File: config.mk
export PLATFORM = sky130hd
export DESIGN_NAME = csr_subsystem
export DESIGN_NICKNAME = d
export VERILOG_FILES = /design/src/logic/csr_bus_pkg.sv /design/src/logic/csr_map_pkg.sv /design/src/logic/csr_subsystem.sv /design/src/logic/counter_core.sv /design/src/logic/counter_regs.sv /design/src/logic/scratch_regs.sv /design/src/logic/csr_demux.sv /design/src/logic/csr_retime.sv
export SDC_FILE = /design/constraint.sdc
export NUM_CORES = 1
export LEC_CHECK = 0
export ABC_AREA = 1
export CORE_AREA = 8 8 176 178
export DETAILED_ROUTE_END_ITERATION = 6
export DIE_AREA = 0 0 184 186
export DONT_BUFFER_PORTS = 1
export GPL_TIMING_DRIVEN = 1
export PLACE_DENSITY = 0.86
export SLEW_MARGIN = 0
export SYNTH_ARGS = -nofsm -noshare
export SYNTH_HDL_FRONTEND = slang
export SYNTH_HIERARCHICAL = 1
export SYNTH_SLANG_ARGS = --single-unit
File: constraint.sdc
create_clock -name clk -period 5.6 [get_ports clk]
set_input_delay 0 -clock clk [delete_from_list [all_inputs] [get_ports clk]]
set_output_delay 0 -clock clk [all_outputs]
set_load 0.03 [all_outputs]
File: src/logic/csr_bus_pkg.sv
// Register bus definitions shared by the CSR subsystem
//   address, data and byte strobe types
//   number of downstream targets
//   packed widths used to retime request and response lanes
package csr_bus_pkg;

  localparam int ADDR_W = 8;
  localparam int DATA_W = 32;
  localparam int STRB_W = DATA_W / 8;

  typedef logic [ADDR_W-1:0] addr_t;
  typedef logic [DATA_W-1:0] data_t;
  typedef logic [STRB_W-1:0] strb_t;

  // Downstream register targets behind the demux
  localparam int NUM_TARGETS = 2;

  // Request lane is write, addr, wdata, wstrb and privileged
  localparam int REQ_W = 1 + ADDR_W + DATA_W + STRB_W + 1;
  // Response lane is slverr and rdata
  localparam int RESP_W = 1 + DATA_W;

  // Read data returned by writes and by error responses
  localparam data_t NO_RDATA = '0;

endpackage
File: src/logic/csr_map_pkg.sv
// Register map of the CSR subsystem
//   target lane numbers and address ranges
//   word index position within a target
//   scratch and counter register offsets and field bits
package csr_map_pkg;

  // Demux lanes
  localparam int SCRATCH_LANE = 0;
  localparam int COUNTER_LANE = 1;

  // Inclusive byte ranges of the targets
  localparam csr_bus_pkg::addr_t SCRATCH_BASE  = 8'h00;
  localparam csr_bus_pkg::addr_t SCRATCH_LIMIT = 8'h0F;
  localparam csr_bus_pkg::addr_t COUNTER_BASE  = 8'h20;
  localparam csr_bus_pkg::addr_t COUNTER_LIMIT = 8'h2F;

  // Word index taken from address bits 3:2
  localparam int IDX_LSB  = 2;
  localparam int IDX_W    = 2;
  localparam int NUM_REGS = 2 ** IDX_W;

  // Scratch block
  localparam logic [IDX_W-1:0] LOCK_IDX = 2'd3;

  // Counter block
  localparam logic [IDX_W-1:0] CTRL_IDX    = 2'd0;
  localparam logic [IDX_W-1:0] COMPARE_IDX = 2'd1;
  localparam logic [IDX_W-1:0] COUNT_IDX   = 2'd2;
  localparam logic [IDX_W-1:0] STATUS_IDX  = 2'd3;

  localparam int CTRL_EN_BIT      = 0;
  localparam int CTRL_CLR_BIT     = 1;
  localparam int STATUS_MATCH_BIT = 0;

endpackage

File: src/logic/csr_subsystem.sv
// CSR subsystem top level
//   address demux with per-target retiming
//   scratch register block on lane 0
//   counter register block and counter core on lane 1
`timescale 1ns/10ps

module csr_subsystem #(
  parameter int SCRATCH_STAGES = 0,
  parameter int COUNTER_STAGES = 1
) (
  input  logic               clk,
  input  logic               rst_n,
  input  logic               req_valid,
  input  logic               req_write,
  input  csr_bus_pkg::addr_t req_addr,
  input  csr_bus_pkg::data_t req_wdata,
  input  csr_bus_pkg::strb_t req_wstrb,
  input  logic               req_privileged,
  output logic               resp_valid,
  output csr_bus_pkg::data_t resp_rdata,
  output logic               resp_decerr,
  output logic               resp_slverr,
  input  logic               count_event,
  output logic               counter_irq
);
  import csr_bus_pkg::*;
  import csr_map_pkg::*;

  logic [NUM_TARGETS-1:0]  tgt_req_valid;
  logic [NUM_TARGETS-1:0]  tgt_req_write;
  addr_t [NUM_TARGETS-1:0] tgt_req_addr;
  data_t [NUM_TARGETS-1:0] tgt_req_wdata;
  strb_t [NUM_TARGETS-1:0] tgt_req_wstrb;
  logic [NUM_TARGETS-1:0]  tgt_req_privileged;
  logic [NUM_TARGETS-1:0]  tgt_resp_valid;
  data_t [NUM_TARGETS-1:0] tgt_resp_rdata;
  logic [NUM_TARGETS-1:0]  tgt_resp_slverr;

  logic  counter_en;
  logic  counter_clr;
  logic  match;
  data_t compare;
  data_t count;

  csr_demux #(
    .SCRATCH_STAGES(SCRATCH_STAGES),
    .COUNTER_STAGES(COUNTER_STAGES)
  ) i_csr_demux (
    .clk               (clk),
    .rst_n             (rst_n),
    .req_valid         (req_valid),
    .req_write         (req_write),
    .req_addr          (req_addr),
    .req_wdata         (req_wdata),
    .req_wstrb         (req_wstrb),
    .req_privileged    (req_privileged),
    .resp_valid        (resp_valid),
    .resp_rdata        (resp_rdata),
    .resp_decerr       (resp_decerr),
    .resp_slverr       (resp_slverr),
    .tgt_req_valid     (tgt_req_valid),
    .tgt_req_write     (tgt_req_write),
    .tgt_req_addr      (tgt_req_addr),
    .tgt_req_wdata     (tgt_req_wdata),
    .tgt_req_wstrb     (tgt_req_wstrb),
    .tgt_req_privileged(tgt_req_privileged),
    .tgt_resp_valid    (tgt_resp_valid),
    .tgt_resp_rdata    (tgt_resp_rdata),
    .tgt_resp_slverr   (tgt_resp_slverr)
  );

  scratch_regs i_scratch_regs (
    .clk           (clk),
    .rst_n         (rst_n),
    .req_valid     (tgt_req_valid[SCRATCH_LANE]),
    .req_write     (tgt_req_write[SCRATCH_LANE]),
    .req_addr      (tgt_req_addr[SCRATCH_LANE]),
    .req_wdata     (tgt_req_wdata[SCRATCH_LANE]),
    .req_wstrb     (tgt_req_wstrb[SCRATCH_LANE]),
    .req_privileged(tgt_req_privileged[SCRATCH_LANE]),
    .resp_valid    (tgt_resp_valid[SCRATCH_LANE]),
    .resp_rdata    (tgt_resp_rdata[SCRATCH_LANE]),
    .resp_slverr   (tgt_resp_slverr[SCRATCH_LANE])
  );

  // The counter block ignores the privileged attribute
  counter_regs i_counter_regs (
    .clk        (clk),
    .rst_n      (rst_n),
    .req_valid  (tgt_req_valid[COUNTER_LANE]),
    .req_write  (tgt_req_write[COUNTER_LANE]),
    .req_addr   (tgt_req_addr[COUNTER_LANE]),
    .req_wdata  (tgt_req_wdata[COUNTER_LANE]),
    .req_wstrb  (tgt_req_wstrb[COUNTER_LANE]),
    .resp_valid (tgt_resp_valid[COUNTER_LANE]),
    .resp_rdata (tgt_resp_rdata[COUNTER_LANE]),
    .resp_slverr(tgt_resp_slverr[COUNTER_LANE]),
    .count      (count),
    .match      (match),
    .counter_en (counter_en),
    .counter_clr(counter_clr),
    .counter_irq(counter_irq),
    .compare    (compare)
  );

  counter_core i_counter_core (
    .clk        (clk),
    .rst_n      (rst_n),
    .count_event(count_event),
    .counter_en (counter_en),
    .counter_clr(counter_clr),
    .compare    (compare),
    .count      (count),
    .match      (match)
  );

endmodule

File: src/logic/counter_core.sv
// Event counter core
//   clear has priority over counting
//   match is high while enabled and the count equals compare
`timescale 1ns/10ps

module counter_core (
  input  logic               clk,
  input  logic               rst_n,
  input  logic               count_event,
  input  logic               counter_en,
  input  logic               counter_clr,
  input  csr_bus_pkg::data_t compare,
  output csr_bus_pkg::data_t count,
  output logic               match
);

  always_ff @(posedge clk) begin
    if (!rst_n) begin
      count <= '0;
    end else if (counter_clr) begin
      count <= '0;
    end else if (counter_en && count_event) begin
      // wraps at the top of the range
      count <= count + 32'd1;
    end
  end

  assign match = counter_en && (count == compare);

endmodule

File: src/logic/counter_regs.sv
// Event counter register block
//   CTRL with enable and self-clearing clear bit
//   COMPARE value, read-only COUNT
//   sticky STATUS match bit driving the interrupt
`timescale 1ns/10ps

module counter_regs (
  input  logic               clk,
  input  logic               rst_n,
  input  logic               req_valid,
  input  logic               req_write,
  input  csr_bus_pkg::addr_t req_addr,
  input  csr_bus_pkg::data_t req_wdata,
  input  csr_bus_pkg::strb_t req_wstrb,
  output logic               resp_valid,
  output csr_bus_pkg::data_t resp_rdata,
  output logic               resp_slverr,
  input  csr_bus_pkg::data_t count,
  input  logic               match,
  output logic               counter_en,
  output logic               counter_clr,
  output logic               counter_irq,
  output csr_bus_pkg::data_t compare
);
  import csr_bus_pkg::*;
  import csr_map_pkg::*;

  logic [IDX_W-1:0] idx;
  logic             wr;
  logic             wr_byte0;
  logic             match_q;
  data_t            rd_word;

  assign idx = req_addr[IDX_LSB +: IDX_W];
  assign wr  = req_valid && req_write;
  // Control and status fields all sit in byte 0
  assign wr_byte0 = wr && req_wstrb[0];

  always_ff @(posedge clk) begin
    if (!rst_n) begin
      counter_en  <= 1'b0;
      counter_clr <= 1'b0;
      compare     <= '0;
      match_q     <= 1'b0;
    end else begin
      counter_clr <= wr_byte0 && (idx == CTRL_IDX) && req_wdata[CTRL_CLR_BIT];
      if (wr_byte0 && (idx == CTRL_IDX)) begin
        counter_en <= req_wdata[CTRL_EN_BIT];
      end
      if (wr && (idx == COMPARE_IDX)) begin
        for (int b = 0; b < STRB_W; b++) begin
          if (req_wstrb[b]) begin
            compare[8*b +: 8] <= req_wdata[8*b +: 8];
          end
        end
      end
      // A new match wins over a clear in the same cycle
      if (match) begin
        match_q <= 1'b1;
      end else if (wr_byte0 && (idx == STATUS_IDX) && req_wdata[STATUS_MATCH_BIT]) begin
        match_q <= 1'b0;
      end
    end
  end

  always_comb begin
    rd_word = NO_RDATA;
    case (idx)
      CTRL_IDX:    rd_word[CTRL_EN_BIT] = counter_en;
      COMPARE_IDX: rd_word = compare;
      COUNT_IDX:   rd_word = count;
      STATUS_IDX:  rd_word[STATUS_MATCH_BIT] = match_q;
      default:     rd_word = NO_RDATA;
    endcase
  end

  always_ff @(posedge clk) begin
    if (!rst_n) begin
      resp_valid  <= 1'b0;
      resp_slverr <= 1'b0;
    end else begin
      resp_valid  <= req_valid;
      resp_slverr <= wr && (idx == COUNT_IDX);
    end
  end

  always_ff @(posedge clk) begin
    if (req_valid) begin
      resp_rdata <= req_write ? NO_RDATA : rd_word;
    end
  end

  assign counter_irq = match_q;

  // Single outstanding requests keep CTRL writes at least two cycles apart
  a_clr_pulse: assert property (@(posedge clk) disable iff (!rst_n)
    counter_clr |=> !counter_clr);

endmodule

File: src/logic/scratch_regs.sv
// Scratch register block
//   four byte-strobed words, the last one a lock word
//   unprivileged writes to the lock word are refused with slverr
`timescale 1ns/10ps

module scratch_regs (
  input  logic               clk,
  input  logic               rst_n,
  input  logic               req_valid,
  input  logic               req_write,
  input  csr_bus_pkg::addr_t req_addr,
  input  csr_bus_pkg::data_t req_wdata,
  input  csr_bus_pkg::strb_t req_wstrb,
  input  logic               req_privileged,
  output logic               resp_valid,
  output csr_bus_pkg::data_t resp_rdata,
  output logic               resp_slverr
);
  import csr_bus_pkg::*;
  import csr_map_pkg::*;

  data_t            words [NUM_REGS];
  logic [IDX_W-1:0] idx;
  logic             lock_denied;

  assign idx         = req_addr[IDX_LSB +: IDX_W];
  assign lock_denied = req_write && (idx == LOCK_IDX) && !req_privileged;

  always_ff @(posedge clk) begin
    if (!rst_n) begin
      for (int w = 0; w < NUM_REGS; w++) begin
        words[w] <= '0;
      end
    end else if (req_valid && req_write && !lock_denied) begin
      for (int b = 0; b < STRB_W; b++) begin
        if (req_wstrb[b]) begin
          words[idx][8*b +: 8] <= req_wdata[8*b +: 8];
        end
      end
    end
  end

  always_ff @(posedge clk) begin
    if (!rst_n) begin
      resp_valid  <= 1'b0;
      resp_slverr <= 1'b0;
    end else begin
      resp_valid  <= req_valid;
      resp_slverr <= req_valid && lock_denied;
    end
  end

  // Read returns the word as it was before any write in the same cycle
  always_ff @(posedge clk) begin
    if (req_valid) begin
      resp_rdata <= req_write ? NO_RDATA : words[idx];
    end
  end

endmodule

File: src/logic/csr_demux.sv
// Register bus demux
//   address decode against the map package ranges
//   per-target request and response retiming
//   decode-error response for unclaimed addresses
//   one-hot merge of the responses back upstream
`timescale 1ns/10ps

module csr_demux #(
  parameter int SCRATCH_STAGES = 0,
  parameter int COUNTER_STAGES = 1
) (
  input  logic                                             clk,
  input  logic                                             rst_n,
  input  logic                                             req_valid,
  input  logic                                             req_write,
  input  csr_bus_pkg::addr_t                               req_addr,
  input  csr_bus_pkg::data_t                               req_wdata,
  input  csr_bus_pkg::strb_t                               req_wstrb,
  input  logic                                             req_privileged,
  output logic                                             resp_valid,
  output csr_bus_pkg::data_t                               resp_rdata,
  output logic                                             resp_decerr,
  output logic                                             resp_slverr,
  output logic [csr_bus_pkg::NUM_TARGETS-1:0]              tgt_req_valid,
  output logic [csr_bus_pkg::NUM_TARGETS-1:0]              tgt_req_write,
  output csr_bus_pkg::addr_t [csr_bus_pkg::NUM_TARGETS-1:0] tgt_req_addr,
  output csr_bus_pkg::data_t [csr_bus_pkg::NUM_TARGETS-1:0] tgt_req_wdata,
  output csr_bus_pkg::strb_t [csr_bus_pkg::NUM_TARGETS-1:0] tgt_req_wstrb,
  output logic [csr_bus_pkg::NUM_TARGETS-1:0]              tgt_req_privileged,
  input  logic [csr_bus_pkg::NUM_TARGETS-1:0]              tgt_resp_valid,
  input  csr_bus_pkg::data_t [csr_bus_pkg::NUM_TARGETS-1:0] tgt_resp_rdata,
  input  logic [csr_bus_pkg::NUM_TARGETS-1:0]              tgt_resp_slverr
);
  import csr_bus_pkg::*;
  import csr_map_pkg::*;

  logic [NUM_TARGETS-1:0]  sel;
  logic [NUM_TARGETS-1:0]  lane_resp_valid;
  data_t [NUM_TARGETS-1:0] lane_resp_rdata;
  logic [NUM_TARGETS-1:0]  lane_resp_slverr;
  logic                    decerr_valid;
  logic                    outstanding;

  // Range check on the offset from base, so a zero base needs no special case
  assign sel[SCRATCH_LANE] =
      addr_t'(req_addr - SCRATCH_BASE) <= addr_t'(SCRATCH_LIMIT - SCRATCH_BASE);
  assign sel[COUNTER_LANE] =
      addr_t'(req_addr - COUNTER_BASE) <= addr_t'(COUNTER_LIMIT - COUNTER_BASE);

  for (genvar i = 0; i < NUM_TARGETS; i++) begin : g_lane
    localparam int STAGES = (i == SCRATCH_LANE) ? SCRATCH_STAGES : COUNTER_STAGES;

    csr_retime #(
      .WIDTH (REQ_W),
      .STAGES(STAGES)
    ) i_req_retime (
      .clk      (clk),
      .rst_n    (rst_n),
      .in_valid (req_valid && sel[i]),
      .in_data  ({req_write, req_addr, req_wdata, req_wstrb, req_privileged}),
      .out_valid(tgt_req_valid[i]),
      .out_data ({tgt_req_write[i], tgt_req_addr[i], tgt_req_wdata[i],
                  tgt_req_wstrb[i], tgt_req_privileged[i]})
    );

    csr_retime #(
      .WIDTH (RESP_W),
      .STAGES(STAGES)
    ) i_resp_retime (
      .clk      (clk),
      .rst_n    (rst_n),
      .in_valid (tgt_resp_valid[i]),
      .in_data  ({tgt_resp_slverr[i], tgt_resp_rdata[i]}),
      .out_valid(lane_resp_valid[i]),
      .out_data ({lane_resp_slverr[i], lane_resp_rdata[i]})
    );
  end

  // Unclaimed requests are answered here one cycle later
  always_ff @(posedge clk) begin
    if (!rst_n) begin
      decerr_valid <= 1'b0;
      outstanding  <= 1'b0;
    end else begin
      decerr_valid <= req_valid && !(|sel);
      if (req_valid) begin
        outstanding <= 1'b1;
      end else if (resp_valid) begin
        outstanding <= 1'b0;
      end
    end
  end

  // At most one source is valid, so OR of the masked lanes selects it
  always_comb begin
    resp_rdata  = NO_RDATA;
    resp_slverr = 1'b0;
    for (int i = 0; i < NUM_TARGETS; i++) begin
      if (lane_resp_valid[i]) begin
        resp_rdata  = resp_rdata | lane_resp_rdata[i];
        resp_slverr = resp_slverr | lane_resp_slverr[i];
      end
    end
  end

  assign resp_valid  = decerr_valid || (|lane_resp_valid);
  assign resp_decerr = decerr_valid;

  a_ranges_disjoint: assert property (@(posedge clk) disable iff (!rst_n)
    (SCRATCH_LIMIT < COUNTER_BASE) || (COUNTER_LIMIT < SCRATCH_BASE));

  a_one_resp_source: assert property (@(posedge clk) disable iff (!rst_n)
    $onehot0({decerr_valid, lane_resp_valid}));

  a_single_outstanding: assert property (@(posedge clk) disable iff (!rst_n)
    req_valid |-> (!outstanding || resp_valid));

endmodule

File: src/logic/csr_retime.sv
// Valid-qualified delay line
//   STAGES of zero passes the inputs straight through
//   valid bits are reset, data words only load with their valid
`timescale 1ns/10ps

module csr_retime #(
  parameter int WIDTH  = 1,
  parameter int STAGES = 0
) (
  input  logic             clk,
  input  logic             rst_n,
  input  logic             in_valid,
  input  logic [WIDTH-1:0] in_data,
  output logic             out_valid,
  output logic [WIDTH-1:0] out_data
);

  if (STAGES == 0) begin : g_wire
    assign out_valid = in_valid;
    assign out_data  = in_data;
  end else begin : g_pipe
    logic [STAGES-1:0] valid_q;
    logic [WIDTH-1:0]  data_q [STAGES];

    always_ff @(posedge clk) begin
      if (!rst_n) begin
        valid_q <= '0;
      end else begin
        valid_q[0] <= in_valid;
        for (int s = 1; s < STAGES; s++) begin
          valid_q[s] <= valid_q[s-1];
        end
      end
    end

    // Each stage only captures when a valid word moves into it
    always_ff @(posedge clk) begin
      if (in_valid) begin
        data_q[0] <= in_data;
      end
      for (int s = 1; s < STAGES; s++) begin
        if (valid_q[s-1]) begin
          data_q[s] <= data_q[s-1];
        end
      end
    end

    assign out_valid = valid_q[STAGES-1];
    assign out_data  = data_q[STAGES-1];
  end

endmodule

==> run summary, run 1 <==
maximum VDD drop: 0.281 mV
vias in the first global route: 11,200
Hold WS: 0.0338 ns
nets@finish: 1,668
kind of critical path: in -> reg
Ys Warns: 6
first-pass GRT wire length: 63,200 um
Clock Root Buffer: clkbuf_16
Sink Count: 338
Final Cell Area: 17,700 um^2
First-pass DRT Iterations: 5
initial antenna violation count: 3
Max Fclk: 284 MHz
Clock Skew: 0.0251 ns
# setup viols final: 0
RSZ-0062 raised after global routing: false
Post-CTS Hold Buffers: 54
Top Ports: 86
Num CTS Buffers: 36
pins over their slew limit: 0
clock latency on the worst-skew pair: 0.54 ns
Tcrit/Tclk final: 62.8%
final core occ: 62.7%
Arr. time, crit path: 3.65 ns
total track usage: 24.2%
Detail Placement HPWL: 26,600 um
dpl cell area: 15,900 um^2
slew at the pin with the worst max-slew slack: 1.30 ns
share of cells above drive strength 1: 14.7%
Mapped Cells: 1,663
FP Rows: 62
Core Area: 28,200 um^2
number of remaining DRC errors: 0
critical path's largest stage delay: 1.26 ns
filler instances: 2,141
Tmin final: 3.52 ns
total power: 5.43 mW
post-route ant nets: 0
top fanout value on the critical path: 36
full die area: 34,200 um^2
CP Cell Sequence: dlygate4sd3_1, nor2_1, nand2_1, nor2_4, buf_4, nand2_4, inv_2, nand2_4, nor2_8, nand3_4, o21ai_0
Crit. End Element: flop
via/cell ratio: 5.76
Leak: 6.27 nW
Cell Area, Synth: 16,400 um^2
DR WL/cell: 20.6 um
Pwr Density: 307 nW/um^2
chip width: 184 um
clock slew at reported path FFs: 0.06 ns
H-tree Lvls: 2
syn nets: 1,720
initial DRC count: 1,207
Post-CTS Setup Bufs: 0
routed wire length: 41,700 um
Slew headroom: 12.7%
routability cong.: 0.901
Crit path max-delay family: compound AO/OA/AOI/OAI gates
Initial Utilization: 58.2%
final hold vios: 0
P&R area growth vs syn: 7.72%
final global-route overflow total: 0
Post-CTS Resized: 0
Buf/Inv on CP: 3
total of max-cap violations: 0
Worst path most repeated cell: nand2_4
TritonCTS clock tree: done
die height: 186 um
syn avg cell area: 9.88 um^2
CTS Buffer Depth: 3
worst min-delay path class: in -> reg
status: finished, final reports clean
setup TNS: 0 ns
CP Launch Type: primary input
total number of vias: 11,700
Worst path slowest cell: o21ai_0
largest net degree at the start of global routing: 68
IO Port Bufs: 0
required time worst endpoint: 5.73 ns
## power by group
part | switching (mW) | internal [mW]
clock | 1.01 | 1.40
sequential | 0.0208 | 2.76
combinational | 0.174 | 0.0715
total | 1.20 | 4.23
## through the flow
step	setup WS [ns]	std cells
after floorplan	1.97	1663
after global placement	2.35	1903
after detailed placement	2.18	1903
after CTS	2.13	2023
after global routing	1.83	2024
final	2.08	2025
## worst reg2reg max path: cells and delay by family (launching register included)
kind	cells	cell delay [ns]
adders and majority gates	1	0.99
DFF	1	0.43
and+or+nand+nor	1	0.20
AOI/OAI and AO/OA	1	0.24
buffers and inverters	1	0.14
## layout make-up
| class | instances | area (um^2) | share of cell area, % |
|---|---|---|---|
| Multi-Input combinational cell | 1004 | 5310 | 30.0 |
| Antenna cell | 2 | 5.00 | 0.0283 |
| Tap cell | 384 | 480 | 2.71 |
| Inverter | 166 | 623 | 3.52 |
| Clock buffer | 42 | 975 | 5.50 |
| Timing Repair Buffer | 65 | 671 | 3.79 |
| Clock inverter | 24 | 234 | 1.32 |
| Sequential cell | 338 | 9410 | 53.1 |
## state kept, by name, summed over array words and instances (netlist names), 32 cells and up
register and cells:
i_scratch_regs/words 128, i_csr_demux/g_lane.i_req_retime/g_pipe.data_q 39, i_csr_demux/g_lane.i_resp_retime/g_pipe.data_q 33, i_counter_core/count 32
i_counter_regs/compare 32, i_counter_regs/resp_rdata 32, i_scratch_regs/resp_rdata 32
## routing by layer
metal	global-route usage (%)	wire length, um	up-vias
met5	0	26	-
met4	9.68	1520	4
met3	6.17	4480	102
met2	40.3	19700	612
met1	29.8	16000	5607
li1	-	-	5336
## cells in the final DEF, fill, tap and decap left out, types with 37 or more instances in the layout
cell             n
o21ai_0         92
nor3_2          91
nand3_1         46
nor2_1         275
a21oi_1         82
dfxtp_1         74
nand2_1        279
dlygate4sd3_1   50
edfxtp_1       264
inv_1          155
clkbuf_16       37
## final timing paths
| kind | to | from | slack [ns] | cells past startpoint |
|---|---|---|---|---|
| worst min-delay path | i_scratch_regs/words[2][15] | req_wstrb[1] | 0.03 | 3 |
| worst max register to register | i_counter_regs/resp_rdata[19] | flop | 3.41 | 4 |
| worst max-delay path | i_scratch_regs/words[1][24] | req_addr[5] | 2.08 | 11 |
| worst min register to register | flop | i_counter_regs/resp_rdata[18] | 0.40 | 0 |
(Power assumes the default switching activity.)
==> run 2: changes to the inputs <==
==> constraint.sdc (replaced) <==
create_clock -name clk -period 3.6 [get_ports clk]
set_input_delay 0 -clock clk [delete_from_list [all_inputs] [get_ports clk]]
set_output_delay 0 -clock clk [all_outputs]
set_load 0.03 [all_outputs]
==> run 2 against run 1 <==
Net effect: worst setup slack got worse by 1.4 ns; cell count increased by 0.54%; largest power group unchanged; sequential power increased by 55%; sequential cell count unchanged; die area unchanged; clock power increased by 58%; highest routed layer unchanged; design area increased by 0.64%; critical path type unchanged; total power increased by 57%; routed wire length increased by 3.0%; first-iteration DRC count increased by 27%.
==> run summary, run 2 (same netlist as run 1, synthesis figures left out) <==
Non-Filler Instances: 2,036
worst r2r path cells: 8
Core Area: 28,200 um^2
P&R area growth vs syn: 8.41%
total of max-cap violations: 0
NetSw: 1.80 mW
die height: 186 um
commonest cells after routing, fill and taps aside: nand2_1, nor2_1, edfxtp_1
most common cell after layout, fill and taps aside: nand2_1
Clock Skew: 0.0266 ns
pre-CTS setup slack: 1.36 ns
slew at the pin with the worst max-slew slack: 1.18 ns
CTS Buffer Depth: 3
status: finished, final reports clean
Detail Placement HPWL: 26,500 um
Worst path slowest cell: nor2_4
clock latency on the worst-skew pair: 0.53 ns
FP Rows: 62
CP Cell Sequence: dlygate4sd3_1, nor2_1, dlygate4sd3_1, nand2_1, nor2_4, nand2_4, nor2_4, nand3_1, nor3_2
routability cong.: 0.900
H-tree Lvls: 2
chip width: 184 um
pins over their slew limit: 0
initial DRC count: 1,534
share of cells above drive strength 1: 14.9%
max reg flops: 128
Worst Hold Path Cells: 4
required time worst endpoint: 3.96 ns
Slew headroom: 21.3%
top flop regs: i_scratch_regs/words (128), i_csr_demux/g_lane.i_req_retime/g_pipe.data_q (39), i_csr_demux/g_lane.i_resp_retime/g_pipe.data_q (33)
total number of vias: 11,900
# placed instances: 1,916
DR WL/cell: 21.1 um
# setup viols final: 0
setup TNS: 0 ns
Leak: 6.35 nW
Crit. End Element: flop
number of remaining DRC errors: 0
Clock Root Buffer: clkbuf_16
worst min-delay path class: in -> reg
Power Internal: 6.72 mW
final core occ: 63.1%
routed wire length: 43,000 um
via/cell ratio: 5.86
nets@finish: 1,680
initial antenna violation count: 7
Initial Utilization: 58.2%
RSZ-0062 raised after global routing: false
critical path's largest stage delay: 0.84 ns
total track usage: 24.9%
Max Fclk: 346 MHz
Top reg by flops: i_scratch_regs/words
top fanout value on the critical path: 32
clock network fraction of total power: 44.5%
Top Ports: 86
clock slew at reported path FFs: 0.06 ns
largest net degree at the start of global routing: 68
Reg power frac: 50.7%
sw frac: 21.1%
kind of critical path: in -> reg
setup ws final: 0.707 ns
Comb power frac: 4.8%
TritonCTS clock tree: done
Num CTS Buffers: 35
Sink Count: 338
post-route ant nets: 0
Tmin final: 2.89 ns
final hold vios: 0
maximum VDD drop: 0.460 mV
Arr. time, crit path: 3.25 ns
first-pass GRT wire length: 64,500 um
Pwr Density: 478 nW/um^2
full die area: 34,200 um^2
Post-CTS Setup Bufs: 0
CP Launch Type: primary input
First-pass DRT Iterations: 5
IO Port Bufs: 0
final global-route overflow total: 0
vias in the first global route: 11,400
total power: 8.52 mW
Tcrit/Tclk final: 80.3%
run 2: cell types whose count changed in the layout (fill, tap and decap cells not counted), moves of 3 or more:
cell,previous run,this run
clkbuf_1,2,8
buf_4,11,24
inv_6,4,1
clkinvlp_4,6,1
bufinv_16,3,6
clkinv_4,3,0
run 2: per-stage QoR:
stage / instance area (um^2) / hold WS [ns]
finish: 17800 / 0.0346
global route: 17800 / 0.0344
CTS: 17800 / 0.000139
detailed placement: 16000 / 0.0990
global placement: 16000 / 0.0990
floorplan: 16400 / 0.0976
run 2: layer usage:
metal	up-vias	GRT usage, %	wire length [um]
met3	131	5.37	4890
met4	8	11.5	1800
met5	-	0	49
met1	5663	30.6	15500
li1	5351	-	-
met2	775	41.6	20800
run 2: cell type report:
cell class / instances / area (um^2)
multi-input combinational: 1004 / 5320
antenna: 3 / 7.51
clock buffer: 46 / 958
timing repair buffer: 78 / 776
tap: 384 / 480
clock inverter: 17 / 250
sequential: 338 / 9410
fill: 2104 / 10400
inverter: 166 / 623
run 2: critical path: cells and delay by family:
family | cells | cell delay, ns
AND/OR/NAND/NOR | 7 | 2.06
buffers and inverters | 2 | 1.15
run 2: power by group through the flow:
stage               Combinational, mW  Sequential [mW]  Clock [mW]
global placement                0.264             4.39           0
floorplan                       0.275             4.39           0
CTS                             0.395             4.32        3.83
finish                          0.408             4.32        3.80
global route                    0.433             4.32        3.98
detailed placement              0.279             4.40           0
run 2: path summary, 6_finish.rpt:
| check | from | end | slack, ns |
|---|---|---|---|
| worst max-delay path | req_addr[7] | i_scratch_regs/words[2][20] | 0.71 |
| worst min-delay path | req_addr[2] | i_scratch_regs/resp_rdata[18] | 0.03 |
| worst max register to register | flop | i_counter_regs/compare[17] | 1.36 |
| worst min register to register | i_counter_regs/resp_slverr | flop | 0.41 |
run 2: repair_timing:
item,4_1_cts,5_1_grt
endpoints found under the hold margin,346,0
hold buffers,54,0
gates resized for setup,0,0
